$ cat config.mk
export PLATFORM = sky130hd
export DESIGN_NAME = dla_config_regs
export DESIGN_NICKNAME = d
export VERILOG_FILES = /design/src/logic/dla_pkg.sv /design/src/logic/dla_config_regs.sv
export SDC_FILE = /design/constraint.sdc
export NUM_CORES = 1
export LEC_CHECK = 0
export ABC_AREA = 1
export ABC_CLOCK_PERIOD_IN_PS = 2000
export BUFFER_PORTS_ARGS = -buffer_cell sky130_fd_sc_hd__clkbuf_2
export CORE_ASPECT_RATIO = 0.75
export CORE_MARGIN = 2
export CORE_UTILIZATION = 51
export CTS_BUF_LIST = sky130_fd_sc_hd__clkbuf_4
export DETAILED_ROUTE_END_ITERATION = 10
export HOLD_SLACK_MARGIN = 0.12
export PLACE_DENSITY = 0.87
export RECOVER_POWER = 25
export SLEW_MARGIN = 20
export SYNTH_ARGS = -nofsm -noshare
export SYNTH_HDL_FRONTEND = slang
export SYNTH_SLANG_ARGS = --single-unit
$ cat constraint.sdc
create_clock -name clk -period 2 [get_ports clk]
set_clock_uncertainty 0.1 [all_clocks]
set_input_delay 0.2 -clock clk [delete_from_list [all_inputs] [get_ports clk]]
set_output_delay 0.2 -clock clk [all_outputs]
set_load 0.05 [all_outputs]
$ cat src/logic/dla_pkg.sv
// package: grid geometry, pixel values, register map, memory read latency
package dla_pkg;

    // ------------------------------------------------------------------------
    // grid geometry
    // ------------------------------------------------------------------------
    localparam int GRID_W = 32;
    localparam int GRID_H = 32;
    localparam int X_W    = 5;
    localparam int Y_W    = 5;
    localparam int ADDR_W = 10;     // address = y * GRID_W + x, i.e. {y, x}

    // ------------------------------------------------------------------------
    // pixel words
    // ------------------------------------------------------------------------
    localparam int PIX_W = 16;
    localparam logic [PIX_W-1:0] PIXEL_EMPTY  = '1;    // background
    localparam logic [PIX_W-1:0] PIXEL_FILLED = '0;    // part of the cluster

    // cycles from an accepted read to readdatavalid
    localparam int VRAM_READ_LATENCY = 2;

    // particle counter
    localparam int CNT_W = 10;

    // ------------------------------------------------------------------------
    // host register map
    // ------------------------------------------------------------------------
    localparam int CFG_W = 32;
    localparam logic [1:0] REG_CTRL   = 2'd0;   // bit 0 starts a run
    localparam logic [1:0] REG_SEED   = 2'd1;
    localparam logic [1:0] REG_TARGET = 2'd2;
    localparam logic [1:0] REG_STATUS = 2'd3;

endpackage
$ cat src/logic/dla_config_regs.sv
// host register block: seed and target registers, start pulse, status readback
`timescale 1ns/1ps

module dla_config_regs (
    input  logic                      clk,
    input  logic                      rst,
    input  logic                      cfg_write,
    input  logic                      cfg_read,
    input  logic [1:0]                cfg_addr,
    input  logic [dla_pkg::CFG_W-1:0] cfg_wdata,
    output logic [dla_pkg::CFG_W-1:0] cfg_rdata,
    output logic                      cfg_rvalid,
    output logic                      start,
    output logic [dla_pkg::CFG_W-1:0] seed,
    output logic [dla_pkg::CNT_W-1:0] target,
    input  logic                      busy,
    input  logic                      finished,
    input  logic [dla_pkg::CNT_W-1:0] count,
    input  logic                      clearing
);
    import dla_pkg::*;

    logic             done;
    logic             start_req;
    logic [CFG_W-1:0] status;

    // a start in flight counts as busy until the walker raises busy
    assign start_req = cfg_write && (cfg_addr == REG_CTRL) && cfg_wdata[0]
                       && !busy && !clearing && !start;

    always_comb begin
        status        = '0;
        status[0]     = busy;
        status[1]     = done;
        status[2]     = clearing;
        status[25:16] = count;
    end

    always_ff @(posedge clk) begin
        if (rst) begin
            start      <= 1'b0;
            done       <= 1'b0;
            seed       <= CFG_W'(1);
            target     <= '0;
            cfg_rvalid <= 1'b0;
        end else begin
            start      <= start_req;
            cfg_rvalid <= cfg_read;
            if (start)
                done <= 1'b0;
            else if (finished)
                done <= 1'b1;              // sticky until the next run
            if (cfg_write && cfg_addr == REG_SEED)
                seed <= (cfg_wdata == '0) ? CFG_W'(1) : cfg_wdata;   // xorshift dies at 0
            if (cfg_write && cfg_addr == REG_TARGET)
                target <= cfg_wdata[CNT_W-1:0];
        end
    end

    // read data is registered, valid one cycle after cfg_read
    always_ff @(posedge clk) begin
        case (cfg_addr)
            REG_SEED:   cfg_rdata <= seed;
            REG_TARGET: cfg_rdata <= CFG_W'(target);
            REG_STATUS: cfg_rdata <= status;
            default:    cfg_rdata <= '0;
        endcase
    end

endmodule

==> results by group <==
Run status
  – Outcome: completed

STA
  – RSZ-0062 raised after global routing: no
  – Max Transition Viols Final: 0
  – Fin crit share: 99.6%
  – Min Tclk post-route: 1.99 ns
  – Slew headroom: 46.4%
  – Max Freq: 502 MHz
  – Worst slew pin tran: 0.803 ns
  – Setup_tns: 0 ns
  – Final Hold Fails: 0
  – Finish-stage setup viols: 0

Run
  – # Max-Cap Violations: 0

Worst hold path
  – Worst hold path endpoint: seed[0]
  – Hold Startpoint: cfg_write
  – HP Class: in2reg
  – WHS Path Cells: 6

Worst setup path
  – Critical path's slowest cell: dlygate4sd3_1
  – Slowest stage delay, CP: 0.60 ns
  – Cell Chain, Critical Path: dlygate4sd3_1, clkbuf_2, buf_4, or2_2, nor4_2, dlygate4sd3_1
  – Most used cell, CP: dlygate4sd3_1
  – R2R Path Start: start
  – Critical Path Fanout Max: 13
  – Worst EP required: 2.26 ns
  – Crit Reg-Reg Endpoint: start
  – CP Class: in2reg
  – Crit path capture type: register
  – R2r worst-path depth: 3
  – R2R setup slack: 0.34 ns
  – Worst Setup SP: rst
  – Critical path launch point type: input port
  – Data arrival, critical path: 2.25 ns

Synth
  – Syn Std Cell Area: 2700 sq um
  – Post-Syn Nets: 367
  – Avg Cell Area, Syn: 8.54 sq um
  – Top cell type by total area after synthesis: dfxtp_1
  – Number of synthesized register bits: 77
  – Mapped Cells: 316
  – Seq/Total Area, Yosys: 57.1%
  – Synth Warn #: 0
  – Top cells by area, synth: dfxtp_1, nor2_1, o21ai_0, a211oi_2, inv_1
  – Synth top area share: 57.1%
  – Post-synth cell types: 21

CTS
  – CTS tree: built
  – Htree depth: 3
  – CTS Root Cell: clkbuf_4
  – Inserted Clock Buffers: 9
  – Sink Count: 77
  – Clock transition at path regs: 0.13 ns
  – Worst-case clock buffer depth: 2
  – Post-CTS Repair Setup Buffers: 0
  – Latest clock arrival within the worst-skew pair: 0.42 ns

Place
  – IO Port Bufs: 126
  – DP HPWL: 5060 microns
  – Final Wtd Congestion: 0.895

Routing
  – Initial DRC count: 177
  – Routed wire length: 8510 microns
  – Detailed-route DRC error count: 0
  – Via Count: 2861
  – Vias per cell: 5.04
  – WL per Instance: 15.0 microns
  – First drt pass iteration count: 5
  – Antenna viol nets, final: 0

Pwr
  – Clock Power Share: 28.6%
  – Internal: 2180 uW
  – Maximum vdd drop: 0.000520 V
  – Sw Share: 31.4%
  – NetSw: 1000 uW
  – Comb power frac: 19.8%
  – Pwr dens: 797 nW/um^2
  – Total Power: 3190 uW
  – P_leak: 0.00191 uW
  – Reg power frac: 51.6%

Global routing
  – Largest net degree at the start of global routing: 41
  – Gr usage total: 29.7%
  – Initial antenna violation count: 2
  – First-pass GRT wire length: 13000 microns
  – GRT Residual Overflow: 0
  – Vias in the first global route: 2779

Floorplan
  – Die Width: 88 microns
  – Starting Density: 54.2%
  – Die Y-Extent: 67 microns
  – Placeable Area: 4980 sq um
  – Num rows: 22
  – Die Footprint: 5900 sq um
  – Boundary Pins: 127

Cells and area
  – Area grow syn2layout: 48.2%
  – Share of cells above drive strength 1: 32.2%
  – Nets: 541
  – Fillers: 341
[synth_stat cells]
| cell type | instances |
|---|---|
| a22o_1 | 10 |
| nand3_1 | 1 |
| or2_2 | 1 |
| clkbuf_1 | 5 |
| buf_2 | 8 |
| o21ai_0 | 39 |
| nor2_4 | 1 |
| nand2_1 | 24 |
| buf_1 | 1 |
| nand2_2 | 1 |
| buf_6 | 2 |
| nor2_1 | 83 |
| nand4_1 | 1 |
| o221ai_1 | 2 |
| dfxtp_1 | 77 |
| nor4_1 | 1 |
| inv_1 | 33 |
| a21oi_1 | 13 |
| a211oi_2 | 10 |
| inv_2 | 2 |
| o211ai_1 | 1 |
[cells by family after synthesis]
kind of cell,synth area share (%)
and+or+nand+nor,16.4
buffers and inverters,8.02
AOI/OAI and AO/OA,18.5
DFF,57.1
[worst max-delay path by stage]
stage          depth (start not counted)       end  slack, ns
6_report                               6     start      0.009
5_1_grt                                8  seed[15]     0.0008
4_1_cts                                6     start       0.13
3_5_place_dp                           7  seed[29]       0.30
3_3_place_gp                           7  seed[31]       0.41
2_1_floorplan                          2     start       0.81
[cell type report]
type,count,area (sq um),share of cell area [%]
multi-input cells,188,947,23.7
repair buffers,179,1160,28.9
clock inverters,5,52.6,1.31
flip-flops and latches,77,1540,38.5
clock buffers,10,75.1,1.88
diodes,2,5.00,0.125
well taps,72,90.1,2.25
inverters,35,131,3.29
[per-layer routing]
metal | share of wire, % | GRT usage [%]
met1 | 40 | 32.1
met2 | 49 | 52.7
met3 | 7.1 | 7.68
met4 | 4.1 | 16.5
met5 | 0 | 0
[critical path: cells and delay by family]
kind | cells | cell delay, ns
buf+inv | 4 | 1.47
simple gates | 2 | 0.58
[sequential cells by signal, summed over array words and instances, names as in the netlist]
register	cells
cfg_rvalid	1
done	1
seed	32
cfg_rdata	32
target	10
start	1
[power by group through the flow]
stage                     Clock, uW  Combinational (uW)  Sequential (uW)
final                           912                 631             1640
after global placement            0                 533             1670
after CTS                       906                 619             1640
after global routing            974                 669             1650
after floorplan                   0                 137             1920
after detailed placement          0                 541             1680
[stage by stage]
step                cells  instance area (sq um)  hold WS (ns)  setup slack (ns)  utilization, %
finish                568                   4000         0.281           0.00859            80.3
global placement      500                   3350         0.296             0.408            67.2
floorplan             316                   2700         0.173             0.806               -
CTS                   566                   3990         0.269             0.128            80.0
global route          568                   4000         0.302          0.000770            80.3
detailed placement    500                   3350         0.299             0.295            67.2
[timing repair]
action / CTS / global route
hold buffers: 51 / 0
resized for setup: 0 / 1
endpoints found under the hold margin: 57 / 0
endpoints found under the setup margin: 0 / 1
[cells in the final DEF (no fill, tap or decap), types with 2 or more instances in the layout]
master and count:
dfxtp_1 77, inv_1 33, diode_2 2, o221ai_1 2
clkbuf_4 10, o21ai_0 39, clkbuf_2 126, a22o_1 10
buf_4 2, a21oi_1 13, inv_2 2, clkinv_2 3
dlygate4sd3_1 51, a211oi_2 10, nor2_1 83, nand2_1 24
Note: power is estimated with default switching activity, not from simulation.
