<file path="config.mk">
export PLATFORM = sky130hd
export DESIGN_NAME = dla_particle_check
export DESIGN_NICKNAME = d
export VERILOG_FILES = /design/src/logic/dla_pkg.sv /design/src/logic/dla_particle_check.sv
export SDC_FILE = /design/constraint.sdc
export NUM_CORES = 1
export LEC_CHECK = 0
export BUFFER_PORTS_ARGS = -buffer_cell sky130_fd_sc_hd__buf_2
export CORE_ASPECT_RATIO = 0.6
export CORE_MARGIN = 2
export CORE_UTILIZATION = 40
export DETAILED_ROUTE_END_ITERATION = 16
export PLACE_DENSITY = 0.63
export SYNTH_ARGS = -nofsm -noshare
export SYNTH_HDL_FRONTEND = slang
export SYNTH_SLANG_ARGS = --single-unit
</file>
<file path="constraint.sdc">
create_clock -name clk -period 2.43 [get_ports clk]
set_clock_uncertainty 0.15 [all_clocks]
set_input_delay 0 -clock clk [delete_from_list [all_inputs] [get_ports clk]]
set_output_delay 0 -clock clk [all_outputs]
set_load 0.02 [all_outputs]
</file>
<file path="src/logic/dla_pkg.sv">
// package: grid geometry, pixel values, register map, memory read latency
package dla_pkg;

    // ------------------------------------------------------------------------
    // grid geometry
    // ------------------------------------------------------------------------
    localparam int GRID_W = 32;
    localparam int GRID_H = 32;
    localparam int X_W    = 5;
    localparam int Y_W    = 5;
    localparam int ADDR_W = 10;     // address = y * GRID_W + x, i.e. {y, x}

    // ------------------------------------------------------------------------
    // pixel words
    // ------------------------------------------------------------------------
    localparam int PIX_W = 16;
    localparam logic [PIX_W-1:0] PIXEL_EMPTY  = '1;    // background
    localparam logic [PIX_W-1:0] PIXEL_FILLED = '0;    // part of the cluster

    // cycles from an accepted read to readdatavalid
    localparam int VRAM_READ_LATENCY = 2;

    // particle counter
    localparam int CNT_W = 10;

    // ------------------------------------------------------------------------
    // host register map
    // ------------------------------------------------------------------------
    localparam int CFG_W = 32;
    localparam logic [1:0] REG_CTRL   = 2'd0;   // bit 0 starts a run
    localparam logic [1:0] REG_SEED   = 2'd1;
    localparam logic [1:0] REG_TARGET = 2'd2;
    localparam logic [1:0] REG_STATUS = 2'd3;

endpackage
</file>
<file path="src/logic/dla_particle_check.sv">
// grid boundary test and nine pixel neighbour search over the engine read port
`timescale 1ns/1ps

module dla_particle_check (
    input  logic                       clk,
    input  logic                       rst,
    input  logic [dla_pkg::X_W-1:0]    check_x,
    input  logic [dla_pkg::Y_W-1:0]    check_y,
    input  logic                       check_start,
    output logic                       check_done,
    output logic                       hit_boundary,
    output logic                       hit_neighbor,
    output logic [dla_pkg::ADDR_W-1:0] eng_address,
    output logic                       eng_read,
    input  logic [dla_pkg::PIX_W-1:0]  eng_readdata,
    input  logic                       eng_waitrequest,
    input  logic                       eng_readdatavalid
);
    import dla_pkg::*;

    typedef enum logic [1:0] {
        S_IDLE,     // wait for check_start
        S_REQ,      // hold the read until accepted
        S_READ,     // wait for readdatavalid
        S_CHECK     // compare the returned word
    } state_t;

    state_t           state;
    logic [8:0]       pos_oh;       // one-hot over the 3x3 neighbourhood
    logic [PIX_W-1:0] rdata_q;
    logic             col_l;        // column x-1
    logic             col_r;        // column x+1
    logic             row_u;        // row y-1
    logic             row_d;        // row y+1
    logic [X_W-1:0]   nx;
    logic [Y_W-1:0]   ny;

    assign hit_boundary = (check_x == '0) || (check_x == X_W'(GRID_W - 1))
                       || (check_y == '0) || (check_y == Y_W'(GRID_H - 1));
    assign hit_neighbor = (rdata_q == PIXEL_FILLED);

    // ------------------------------------------------------------------------
    // neighbour positions in row major order from (x-1, y-1) to (x+1, y+1)
    // ------------------------------------------------------------------------
    assign col_l = pos_oh[0] | pos_oh[3] | pos_oh[6];
    assign col_r = pos_oh[2] | pos_oh[5] | pos_oh[8];
    assign row_u = pos_oh[0] | pos_oh[1] | pos_oh[2];
    assign row_d = pos_oh[6] | pos_oh[7] | pos_oh[8];

    // only interior positions get here so the edges never wrap
    always_comb begin
        nx = check_x;
        ny = check_y;
        if (col_l) nx = check_x - X_W'(1);
        if (col_r) nx = check_x + X_W'(1);
        if (row_u) ny = check_y - Y_W'(1);
        if (row_d) ny = check_y + Y_W'(1);
    end

    assign eng_address = {ny, nx};      // grid width is a power of two
    assign eng_read    = (state == S_REQ);
    assign check_done  = ((state == S_IDLE) && check_start && hit_boundary)
                      || ((state == S_CHECK) && (hit_neighbor || pos_oh[8]));

    always_ff @(posedge clk) begin
        if (rst) begin
            state  <= S_IDLE;
            pos_oh <= 9'b1;
        end else begin
            case (state)
                S_IDLE: if (check_start && !hit_boundary) begin
                    state  <= S_REQ;
                    pos_oh <= 9'b1;             // every check starts at the corner
                end
                S_REQ:  if (!eng_waitrequest) state <= S_READ;
                S_READ: if (eng_readdatavalid) state <= S_CHECK;
                S_CHECK: begin
                    pos_oh <= {pos_oh[7:0], pos_oh[8]};
                    state  <= (hit_neighbor || pos_oh[8]) ? S_IDLE : S_REQ;
                end
                default: state <= S_IDLE;
            endcase
        end
    end

    always_ff @(posedge clk) begin
        if (eng_readdatavalid)
            rdata_q <= eng_readdata;
    end

endmodule

</file>
==> flow_metrics.env <==
export IMPL_relSlewSlack=0.541
export IMPL_ys_ff_latch=27
export IMPL_cts_buffer_depth=2
export IMPL_htreeDepth=1
export IMPL_cts_sinks=27
export IMPL_min_period_over_period=0.917
export IMPL_crit_family="simple AND/OR/NAND/NOR gates"
export IMPL_start_kind="register"
export IMPL_grt_usage=0.163
export IMPL_p_int_mw=0.794
export IMPL_worst_endpoint_required_ps=2280
export IMPL_path_max_fanout=7
export IMPL_dr_max_layer_used="met4"
export IMPL_fin_crit_ps=2230
export IMPL_p_sw_mw=0.370
export IMPL_detail_route_antenna_nets=0
export IMPL_p_seq_frac=0.477
export IMPL_pwr_share_clk=0.209
export IMPL_status="complete, no violations"
export IMPL_avgSynthCellArea_um2=11.2
export IMPL_drtPass1Iterations=3
export IMPL_n_antenna_cell=0
export IMPL_final_cells=232
export IMPL_cts_resized=0
export IMPL_nets=230
export IMPL_dpl_cell_count=211
export IMPL_postCtsSetupBuffers=0
export IMPL_post_drt_wl_per_cell_um=13.4
export IMPL_cts_buffers=3
export IMPL_area_delta_synth_final_pct=32.2
export IMPL_drt_met1_wl_um=1530
export IMPL_grt_first_pass_wirelength_um=5120
export IMPL_slew_violations=0
export IMPL_comb_power_share=0.313
export IMPL_grt_overflow=0
export IMPL_synth_warning_count=0
export IMPL_die_w_um=80.9
export IMPL_cts_root_buf="clkbuf_8"
export IMPL_worstPathArrival_ps=2080
export IMPL_synth_edf_count=16
export IMPL_path_buf_inv=1
export IMPL_finalHoldViolations=0
export IMPL_rrSetupSlack_ps=670
export IMPL_rows=16
export IMPL_syn_nets=169
export IMPL_fp_coreArea_um2=3320
export IMPL_drive_above_1_share=0.267
export IMPL_netlist_area_um2=1420
export IMPL_finalSetupViolations=0
export IMPL_antenna_found_initial=0
export IMPL_clk_pin_slew_worst_paths_ps=80
export IMPL_via_per_inst=4.97
export IMPL_p_per_area_nw_per_um2=620
export IMPL_rsz0062_at_grt="false"
export IMPL_port_buffers=44
export IMPL_critPathKind="register to primary output"
export IMPL_initial_core_util=0.427
export IMPL_vias=1154
export IMPL_tightest_slew_ps=683
export IMPL_final_util=0.565
export IMPL_synth_cells=127
export IMPL_endpoint_kind="primary output"
export IMPL_hold_class="primary input to register"
export IMPL_drt_iter0_drc=26
export IMPL_ir_worst_vdd_v=0.000367
export IMPL_power_switching_share=0.318
export IMPL_synth_seq_area_share=0.493
export IMPL_dieArea_um2=4060
export IMPL_synth_cell_types=37
export IMPL_wl_met3_um=94
export IMPL_synthArstFlopShare=0
export IMPL_max_stage_delay_ps=500
export IMPL_cts_hold_fix_buffers=17
export IMPL_final_common_cell="buf_2"
export IMPL_synthFlopType="edfxtp_1"
export IMPL_grt_pass1_vias=1160
export IMPL_wl_um=3110
export IMPL_clock_latency_ps=260
export IMPL_pin_count=45
export IMPL_hpwl_um=2300
export IMPL_max_freq_mhz=449
export IMPL_drv_cap=0
export IMPL_cp_cell_sequence="or3_1, or2_1, o41ai_1, xor2_1, buf_2"
export IMPL_slowest_stage="or3_1"
export IMPL_cts_tree="yes"
export IMPL_routed_wl_met2_um=1470
export IMPL_die_h_um=50.2
export IMPL_final_cell_mix="buf_2, dlygate4sd3_1, edfxtp_1"
export IMPL_leakagePower_nw=0.836
export IMPL_gp_routability_congestion=0.793
export IMPL_route_detailed_drc=0
export IMPL_setup_tns_ps=0
export IMPL_grt_max_degree=18
-- path summary, 6_finish.rpt --
path | startpoint | endpoint | depth (start not counted)
hold reg to reg | pos_oh[4] | pos_oh[5] | 1
hold / removal | eng_readdatavalid | rdata_q[8] | 1
setup reg to reg | state[0] | pos_oh[4] | 5
setup / recovery | pos_oh[2] | eng_address[3] | 5
-- registers in the layout, summed over array words and instances (netlist names) --
signal and count:
rdata_q 16, pos_oh 9, state 2
-- cell type report --
cell class / count / area (um2)
Clock buffer: 3 / 41.3
Clock inverter: 1 / 5.00
Fill cell: 305 / 1450
Inverter: 11 / 41.3
Multi-Input combinational cell: 84 / 643
Sequential cell: 27 / 701
Tap cell: 45 / 56.3
Timing Repair Buffer: 61 / 390
-- through the flow --
step                setup WS, ps  power, mW  cell area [um2]  hold slack, ps
floorplan                    378      0.809             1420           -51.1
global placement             266      0.894             1660            26.5
detailed placement           215      0.911             1660            28.5
CTS                          198       1.18             1880            15.9
global route                18.2       1.25             1880            14.8
finish                       202       1.16             1880            12.2
-- metal layers --
metal / track usage / up-vias
met5: 0 / -
met4: 0.0254 / 0
met3: 0.0342 / 2
met2: 0.274 / 16
met1: 0.223 / 539
li1: - / 597
-- power groups by stage --
| stage | Sequential (mW) | Combinational, mW | Clock [mW] |
|---|---|---|---|
| global placement | 0.563 | 0.332 | 0 |
| floorplan | 0.557 | 0.252 | 0 |
| global route | 0.559 | 0.413 | 0.273 |
| finish | 0.556 | 0.365 | 0.244 |
| CTS | 0.556 | 0.367 | 0.253 |
| detailed placement | 0.566 | 0.345 | 0 |
-- worst register-to-register path, cell delays in order, from the launching register on --
cell	delay (ps)
dfxtp_1	350
inv_1	140
ha_1	250
inv_1	70
o31a_1	410
a22o_1	280
-- cells in the mapped netlist (3+ instances only) --
cell type,instances,area (um2)
a22oi_1,3,22.5
nor2_1,3,11.3
nand2_1,6,22.5
nor4b_1,3,26.3
ha_1,11,138
edfxtp_1,16,480
a22o_1,8,70.1
a21oi_1,4,20.0
nor4_1,4,25.0
nor3_1,5,25.0
inv_1,11,41.3
nand3_1,3,15.0
dfxtp_1,11,220
xnor2_1,6,52.6
-- kinds of logic after synthesis --
logic type	share of synthesized area
AO/OA/AOI/OAI	0.152
XOR/XNOR	0.0493
adder cells (fa/ha/maj)	0.0969
buffers and inverters	0.0537
flip-flops	0.493
AND/OR/NAND/NOR	0.154
No activity file was read; power rests on OpenSTA's default activity.
