$ cat src/logic/dla_pkg.sv
// package: grid geometry, pixel values, register map, memory read latency
package dla_pkg;

    // ------------------------------------------------------------------------
    // grid geometry
    // ------------------------------------------------------------------------
    localparam int GRID_W = 32;
    localparam int GRID_H = 32;
    localparam int X_W    = 5;
    localparam int Y_W    = 5;
    localparam int ADDR_W = 10;     // address = y * GRID_W + x, i.e. {y, x}

    // ------------------------------------------------------------------------
    // pixel words
    // ------------------------------------------------------------------------
    localparam int PIX_W = 16;
    localparam logic [PIX_W-1:0] PIXEL_EMPTY  = '1;    // background
    localparam logic [PIX_W-1:0] PIXEL_FILLED = '0;    // part of the cluster

    // cycles from an accepted read to readdatavalid
    localparam int VRAM_READ_LATENCY = 2;

    // particle counter
    localparam int CNT_W = 10;

    // ------------------------------------------------------------------------
    // host register map
    // ------------------------------------------------------------------------
    localparam int CFG_W = 32;
    localparam logic [1:0] REG_CTRL   = 2'd0;   // bit 0 starts a run
    localparam logic [1:0] REG_SEED   = 2'd1;
    localparam logic [1:0] REG_TARGET = 2'd2;
    localparam logic [1:0] REG_STATUS = 2'd3;

endpackage
$ cat src/logic/dla_walker.sv
// random walk engine: seed pixel, spawn, step and stick of particles, particle count
`timescale 1ns/1ps

module dla_walker (
    input  logic                       clk,
    input  logic                       rst,
    input  logic                       start,
    input  logic [dla_pkg::CFG_W-1:0]  seed,
    input  logic [dla_pkg::CNT_W-1:0]  target,
    output logic [dla_pkg::X_W-1:0]    check_x,
    output logic [dla_pkg::Y_W-1:0]    check_y,
    output logic                       check_start,
    input  logic                       check_done,
    input  logic                       hit_boundary,
    input  logic                       hit_neighbor,
    output logic                       eng_write,
    output logic [dla_pkg::ADDR_W-1:0] eng_waddress,
    output logic [dla_pkg::PIX_W-1:0]  eng_wdata,
    output logic                       busy,
    output logic                       finished,
    output logic [dla_pkg::CNT_W-1:0]  count
);
    import dla_pkg::*;

    typedef enum logic [2:0] {
        S_IDLE, S_SEED, S_SPAWN, S_CHECK, S_WAIT, S_STICK
    } state_t;

    state_t           state;
    logic [31:0]      rng;
    logic [31:0]      rng_nxt;
    logic [CNT_W-1:0] count_inc;
    logic             chk_end;
    logic             last;

    // xorshift32, one draw per spawn or step
    always_comb begin
        rng_nxt = rng ^ (rng << 13);
        rng_nxt = rng_nxt ^ (rng_nxt >> 17);
        rng_nxt = rng_nxt ^ (rng_nxt << 5);
    end

    assign count_inc    = count + CNT_W'(1);
    assign chk_end      = (state == S_CHECK || state == S_WAIT) && check_done;
    assign last         = (state == S_STICK) ? (count_inc >= target) : (target <= CNT_W'(1));

    assign check_start  = (state == S_CHECK);
    assign eng_write    = (state == S_SEED) || (state == S_STICK);
    assign eng_waddress = {check_y, check_x};
    assign eng_wdata    = PIXEL_FILLED;
    assign finished     = ((state == S_SEED) || (state == S_STICK)) && last;

    // ------------------------------------------------------------------------
    // control FSM
    // ------------------------------------------------------------------------
    always_ff @(posedge clk) begin
        if (rst) begin
            state <= S_IDLE;
            busy  <= 1'b0;
            count <= '0;
        end else begin
            case (state)
                S_IDLE: if (start) begin
                    state <= S_SEED;
                    busy  <= 1'b1;
                end
                S_SEED: begin
                    count <= CNT_W'(1);             // seed pixel is particle one
                    state <= last ? S_IDLE : S_SPAWN;
                    busy  <= !last;
                end
                S_SPAWN: state <= S_CHECK;
                S_CHECK, S_WAIT: begin
                    if (!check_done)
                        state <= S_WAIT;
                    else if (hit_boundary)
                        state <= S_SPAWN;           // discard, try a new particle
                    else if (hit_neighbor)
                        state <= S_STICK;
                    else
                        state <= S_CHECK;           // stepped, check again
                end
                S_STICK: begin
                    count <= count_inc;
                    state <= last ? S_IDLE : S_SPAWN;
                    busy  <= !last;
                end
                default: state <= S_IDLE;
            endcase
        end
    end

    // position and random state, held while a check is running
    always_ff @(posedge clk) begin
        if (state == S_IDLE && start) begin
            rng     <= seed;
            check_x <= X_W'(GRID_W / 2);
            check_y <= Y_W'(GRID_H / 2);
        end else if (state == S_SPAWN) begin
            rng     <= rng_nxt;
            check_x <= rng_nxt[4:0];
            check_y <= rng_nxt[9:5];
        end else if (chk_end && !hit_boundary && !hit_neighbor) begin
            rng <= rng_nxt;
            case (rng_nxt[1:0])
                2'd0: check_x <= check_x + X_W'(1);
                2'd1: check_x <= check_x - X_W'(1);
                2'd2: check_y <= check_y + Y_W'(1);
                2'd3: check_y <= check_y - Y_W'(1);
            endcase
        end
    end

endmodule

$ cat config.mk
export PLATFORM = sky130hd
export DESIGN_NAME = dla_walker
export DESIGN_NICKNAME = d
export VERILOG_FILES = /design/src/logic/dla_pkg.sv /design/src/logic/dla_walker.sv
export SDC_FILE = /design/constraint.sdc
export NUM_CORES = 1
export LEC_CHECK = 0
export BUFFER_PORTS_ARGS = -buffer_cell sky130_fd_sc_hd__buf_2
export CORE_MARGIN = 3
export CORE_UTILIZATION = 55
export CTS_CLUSTER_SIZE = 30
export DETAILED_ROUTE_END_ITERATION = 8
export GPL_TIMING_DRIVEN = 0
export PLACE_DENSITY = 0.82
export SYNTH_ARGS = -nofsm -noshare
export SYNTH_HDL_FRONTEND = slang
export SYNTH_SLANG_ARGS = --single-unit
$ cat constraint.sdc
create_clock -name clk -period 6.5 [get_ports clk]
set_clock_uncertainty 0.2 [all_clocks]
set_input_delay 0.975 -clock clk [delete_from_list [all_inputs] [get_ports clk]]
set_output_delay 0.975 -clock clk [all_outputs]
set_load 0.01 [all_outputs]
==> reports/qor.yml, run 1 <==
pwr:
  swShare_pct: 43.6
  internal_power_mw: 1.36
  p_clk_share_pct: 8.7
  peakVddDrop_uv: 197
  p_switching_mw: 1.05
  seqPwrFrac_pct: 29.6
  p_per_area_nw_per_um2: 544
  comb_power_share_pct: 61.8
  leakage_nw: 1.99
  total_power_mw: 2.41
setup_path:
  reg2reg_depth: 11
  cp-start-kind: "flip-flop"
  r2r_slack_ns: 3.21
  reg2reg_to: "check_y[4]"
  timing.rr.start: "rng[4]"
  cp-endpoint: "finished"
  cp.required_ns: 5.32
  cp.arrival_ns: 2.93
  crit_fanout: 7
  endpoint_kind: "primary output"
  critPathLaunch: "count[0]"
  criticalPathCategory: "flip-flop to primary output"
cells_and_area:
  drive_above_1_share_pct: 25.4
  num-fill-cells: 531
  multiInputGateArea_um2: 2050
  syn2layout_area_growth_pct: 17.3
  final_cell_mix: "82 x buf_2, 55 x xnor2_1, 39 x nor2_1, 32 x edfxtp_1"
  fin_cells: 589
  final_common_cell: "buf_2"
  nets: 578
  diodes: 0
  ff_latch_area_um2: 1440
job:
  maxCapViolations: 0
sta:
  fmax_mhz: 243
  slew_headroom_pct: 46.9
  finalHoldViolCount: 0
  tns_ns: 0
  holdWs_ns: 0.349
  finalSetupViolCount: 0
  rsz0062_at_grt: "false"
  tightest_slew_ns: 0.794
  min_period_ns: 4.11
  setup_ws_ns: 2.39
  period_share_pct: 63.2
  report.final.slew_viol_count: 0
drt:
  maxUsedRoutingLayer: "met4"
  wl_met3_um: 659
  wl_per_cell_um: 15.2
  vias_per_cell: 5.33
  drt_iter0_markers: 155
  dr.pass1.iters: 4
  via_count: 3139
  routedLengthMet1_um: 3680
  route.met2.wl_um: 4450
  ant_nets: 0
  drc: 0
  wl_um: 8970
cts:
  cts_buffers: 5
  cts_hold_buf: 0
  cts-htree-levels: 2
  clkLatencyLatePin_ns: 0.32
  clockBufferDepth: 2
  cts.clk_slew.worst_paths_ns: 0.10
  cts_tree: "yes"
  root_buffer: "clkbuf_8"
  post-cts-setup-buffers: 0
  cts_resized: 0
  clock-sinks: 56
global_routing:
  grt_usage_pct: 23.2
  grt_overflow: 0
  grt_max_degree: 33
  grt_pass1_wl_um: 14100
  antenna_found_initial: 0
  grt_pass1_vias: 3072
synth:
  synth_edf_count: 32
  synth.distinct_cells: 51
  yosys_warnings: 0
  synthCells: 408
  seq_area_frac_synth_pct: 38.1
  ys_ff_latch: 56
  synth_flop_cell: "edfxtp_1"
  ys_async_sr_fraction_pct: 0
  netlist_area_um2: 3780
  syn_avg_cell_area_um2: 9.27
status:
  status: "complete, no violations"
floorplan:
  dieHeight_um: 88.9
  core_um2: 6490
  fp.dieW_um: 88.9
  placementRows: 29
  start_util_pct: 58.2
  dieArea_um2: 7910
  pin_count: 98
place:
  gp_congestion: 0.818
  dp_slack_ns: 2.72
  numPortBuffers: 81
  dp_cells: 581
  detailed_place_hpwl_um: 6790
worst_hold_path:
  hp-class: "flip-flop to flip-flop"
[critical path, cell delays in order, from the launching register on]
cell,delay (ns)
dfxtp_1,0.48
and3_1,0.20
nand3_1,0.20
nor2_1,0.19
xor2_1,0.23
ha_1,0.30
a21oi_1,0.18
o211ai_1,0.11
o32ai_1,0.48
nor2_1,0.10
buf_2,0.16
[power groups by stage]
stage / Combinational (mW) / Clock, mW / Sequential (mW)
6_report: 1.49 / 0.210 / 0.713
5_1_grt: 1.64 / 0.223 / 0.728
4_1_cts: 1.49 / 0.210 / 0.714
3_5_place_dp: 1.47 / 0 / 0.722
3_3_place_gp: 1.42 / 0 / 0.711
2_1_floorplan: 1.15 / 0 / 0.706
[area by class of cell]
cell class                      count  area share, %
Buffer                             40           6.01
Clock buffer                        5           1.55
Clock inverter                      3          0.592
Inverter                           23           1.95
Multi-Input combinational cell    304           46.1
Sequential cell                    56           32.5
Tap cell                           77           2.17
Timing Repair Buffer               81           9.14
[worst min-delay path by stage]
stage	from	depth (start not counted)	slack, ns	end
detailed placement	busy	2	0.33	busy
CTS	count[1]	2	0.35	count[1]
finish	count[1]	2	0.35	count[1]
global placement	count[1]	2	0.30	count[1]
floorplan	count[1]	2	0.31	count[1]
global route	count[1]	2	0.39	count[1]
[stage by stage]
stage / cell area, um2 / utilization, %
2_1_floorplan: 3840 / -
4_1_cts: 4430 / 68.3
3_5_place_dp: 4340 / 66.8
3_3_place_gp: 4340 / 66.8
5_1_grt: 4440 / 68.3
6_report: 4440 / 68.3
[sequential cells by signal (all words and copies together) (netlist names)]
signal	flops
count	10
rng	32
check_y	5
busy	1
state	3
check_x	5
[per-layer routing]
metal	vias to the layer above	track usage [%]
met2	117	39.3
met1	1448	30.2
met5	-	0
met4	0	8.52
met3	15	3.50
li1	1559	-
[cells by family after synthesis]
group,count (synthesis),share of synthesized area [%]
mux,1,0.265
fa+ha+maj,19,6.68
simple gates,107,13.6
other cells,1,0.0992
buf+inv,63,9.33
xor+xnor,77,17.8
flops,56,38.1
compound gates,84,14.1
[Yosys cell counts, drive strengths merged (4+ instances only)]
library cell	number	share of area, %
nand2	31	3.4
o21ai	25	3.3
a211oi	10	2.0
nand2b	4	0.66
a22oi	6	1.2
a21oi	25	3.3
and3	5	0.86
nand3	7	0.93
ha	17	5.6
xnor2	55	13
xor2	22	5.1
inv	23	2.3
a21o	4	0.79
nor3	6	0.93
dfxtp	24	13
edfxtp	32	25
buf	29	5.8
clkbuf	10	0.99
nor2	39	3.9
Note: power is estimated with default switching activity, not from simulation.
==> run 2: changes to the inputs <==
--- a/config.mk
+++ b/config.mk
@@ -5,13 +5,14 @@
 export SDC_FILE = /design/constraint.sdc
 export NUM_CORES = 1
 export LEC_CHECK = 0
+export ABC_AREA = 1
 export BUFFER_PORTS_ARGS = -buffer_cell sky130_fd_sc_hd__buf_2
 export CORE_MARGIN = 3
 export CORE_UTILIZATION = 55
 export CTS_CLUSTER_SIZE = 30
 export DETAILED_ROUTE_END_ITERATION = 8
 export GPL_TIMING_DRIVEN = 0
-export PLACE_DENSITY = 0.82
+export PLACE_DENSITY = 0.81
 export SYNTH_ARGS = -nofsm -noshare
 export SYNTH_HDL_FRONTEND = slang
 export SYNTH_SLANG_ARGS = --single-unit
==> constraint.sdc (replaced) <==
create_clock -name clk -period 4.3 [get_ports clk]
set_clock_uncertainty 0.2 [all_clocks]
set_input_delay 0.645 -clock clk [delete_from_list [all_inputs] [get_ports clk]]
set_output_delay 0.645 -clock clk [all_outputs]
set_load 0.01 [all_outputs]
==> reports/qor.yml, run 2 <==
drt:
  ant_nets: 0
  via_count: 3654
  wl_per_cell_um: 13.0
  drt_iter0_markers: 165
  vias_per_cell: 4.96
  dr.pass1.iters: 5
  drc: 0
  wl_um: 9590
synth:
  yosys_warnings: 0
  netlist_area_um2: 4080
  synth_area_leaders: "edfxtp_1 24%, nand2_1 15%, dfxtp_1 12%"
  syn_avg_cell_area_um2: 7.61
  synth_common_cells: "159 x nand2_1, 64 x inv_1, 32 x edfxtp_1, 32 x xor2_1, 30 x nor2_1"
  synth_top_area_cell: "edfxtp_1"
  seq_area_frac_synth_pct: 35.3
  synth.distinct_cells: 39
  ys_ff_latch: 56
  synth_top_area_share_pct: 23.6
  ys_async_sr_fraction_pct: 0
  synth_edf_count: 32
  synthCells: 536
  synth_flop_cell: "edfxtp_1"
  post-synth-top-count-cell: "nand2_1"
cts:
  cts_hold_buf: 0
  cts-htree-levels: 2
  clock-sinks: 56
  post-cts-setup-buffers: 0
  clockBufferDepth: 2
  root_buffer: "clkbuf_8"
  cts.clk_slew.worst_paths_ns: 0.11
  clkLatencyLatePin_ns: 0.33
  cts_resized: 0
  cts_buffers: 5
  cts_tree: "yes"
sta:
  tightest_slew_ns: 0.791
  rsz0062_at_grt: "false"
  min_period_ns: 3.60
  finalSetupViolCount: 0
  fmax_mhz: 278
  holdWs_ns: 0.304
  period_share_pct: 83.7
  finalHoldViolCount: 0
  tns_ns: 0
  slew_headroom_pct: 47.1
  report.final.slew_viol_count: 0
  setup_ws_ns: 0.699
worst_hold_path:
  hp-class: "flip-flop to flip-flop"
cells_and_area:
  drive_above_1_share_pct: 23.1
  nets: 706
  largest_reg_flops: 32
  syn2layout_area_growth_pct: 16.6
  final_cell_mix: "158 x nand2_1, 87 x buf_2, 64 x inv_1, 32 x xor2_1, 32 x edfxtp_1"
  biggestRegsByFlops: "rng x32, count x10"
  diodes: 0
  final_common_cell: "nand2_1"
  regMostFlops: "rng"
setup_path:
  cp.arrival_ns: 2.76
  criticalPathCategory: "flip-flop to primary output"
  crit_fanout: 10
  crit_top_cell: "nand3_1"
  endpoint_kind: "primary output"
  cp_cell_sequence: "ha_1, nand3_1, nor2_1, nand3_1, xor2_1, ha_1, nand2_1, nor2_1, nand3_1, nand3_1, nand3_1, inv_1, buf_2"
  cpPeakStageDelay_ns: 0.58
  cp-start-kind: "flip-flop"
  cp.required_ns: 3.45
  cp_num_buf_inv: 2
  crit_family: "simple AND/OR/NAND/NOR gates"
  slowest_stage: "dfxtp_1"
pwr:
  p_per_area_nw_per_um2: 748
  peakVddDrop_uv: 363
  leakage_nw: 2.44
global_routing:
  antenna_found_initial: 0
  grt_pass1_vias: 3634
  grt_usage_pct: 23.3
  grt_max_degree: 34
  grt_overflow: 0
  grt_pass1_wl_um: 16000
floorplan:
  fp.dieW_um: 92.1
  pin_count: 98
  core_um2: 6980
  dieArea_um2: 8490
  dieHeight_um: 92.1
  start_util_pct: 58.4
  placementRows: 30
job:
  maxCapViolations: 0
status:
  status: "complete, no violations"
place:
  detailed_place_hpwl_um: 7420
  numPortBuffers: 81
  dp_slack_ns: 1.09
  gp_congestion: 0.910
run 2: changes by cell type after synthesis, moves of 5 or more:
cell and change:
a211oi_1 -9, a22oi_1 -6, buf_2 +5, clkbuf_1 -7
inv_1 +41, inv_2 +5, nand2_1 +131, nand3_1 +15
nor2_1 -9, o21ai_1 +5, xnor2_1 -34, xor2_1 +10
run 2: final timing paths:
| check | from | endpoint | slack, ns | cells after the start |
|---|---|---|---|---|
| hold / removal | count[8] | count[8] | 0.30 | 2 |
| setup / recovery | count[0] | finished | 0.70 | 13 |
| hold reg to reg | count[8] | count[8] | 0.30 | 2 |
| setup reg to reg | count[0] | busy | 1.64 | 13 |
run 2: per-layer routing:
layer | share of wire (%) | up-vias | global-route usage, % | wire length (um)
li1 | - | 1858 | - | -
met3 | 6.0 | 18 | 3.69 | 576
met1 | 43 | 1648 | 29.5 | 4150
met4 | 2.1 | 0 | 7.67 | 201
met5 | 0 | - | 0 | 0
met2 | 49 | 130 | 40.4 | 4660
run 2: cell type report:
type | instances | area [um2]
fillers | 595 | 2230
multi-input cells | 391 | 2200
flip-flops and latches | 56 | 1440
repair buffers | 81 | 405
inverters | 69 | 259
plain buffers | 35 | 236
well taps | 96 | 120
clock buffers | 5 | 68.8
clock inverters | 3 | 22.5
run 2: metrics by stage:
step	cell area (um2)	util, %	power, mW	std cells
2_1_floorplan	4140	-	2.73	551
3_3_place_gp	4660	66.8	3.13	728
3_5_place_dp	4660	66.8	3.23	728
4_1_cts	4750	68.1	3.55	736
5_1_grt	4760	68.1	3.88	736
6_report	4760	68.1	3.56	736
run 2: logic make-up after synthesis:
group,share of synthesized area [%]
other,0.0919
flip-flops,35.3
AO/OA/AOI/OAI,7.79
adder cells (fa/ha/maj),6.19
buffers and inverters,12.1
XOR/XNOR,13.0
AND/OR/NAND/NOR,25.5
run 2: worst reg2reg max path: stages, from the launching register on:
cell	delay, ns
dfxtp_1	0.58
ha_1	0.27
nand3_1	0.13
nor2_1	0.14
nand3_1	0.10
xor2_1	0.18
ha_1	0.28
nand2_1	0.06
nor2_1	0.14
nand3_1	0.09
nand3_1	0.12
nand3_1	0.13
nand2_1	0.09
inv_1	0.04
run 2: power by group:
part	internal, mW	total [mW]	switching, mW	leakage [nW]
clock network	0.117	0.317	0.200	0.0447
logic	0.886	2.14	1.25	1.89
registers	0.907	1.10	0.195	0.506
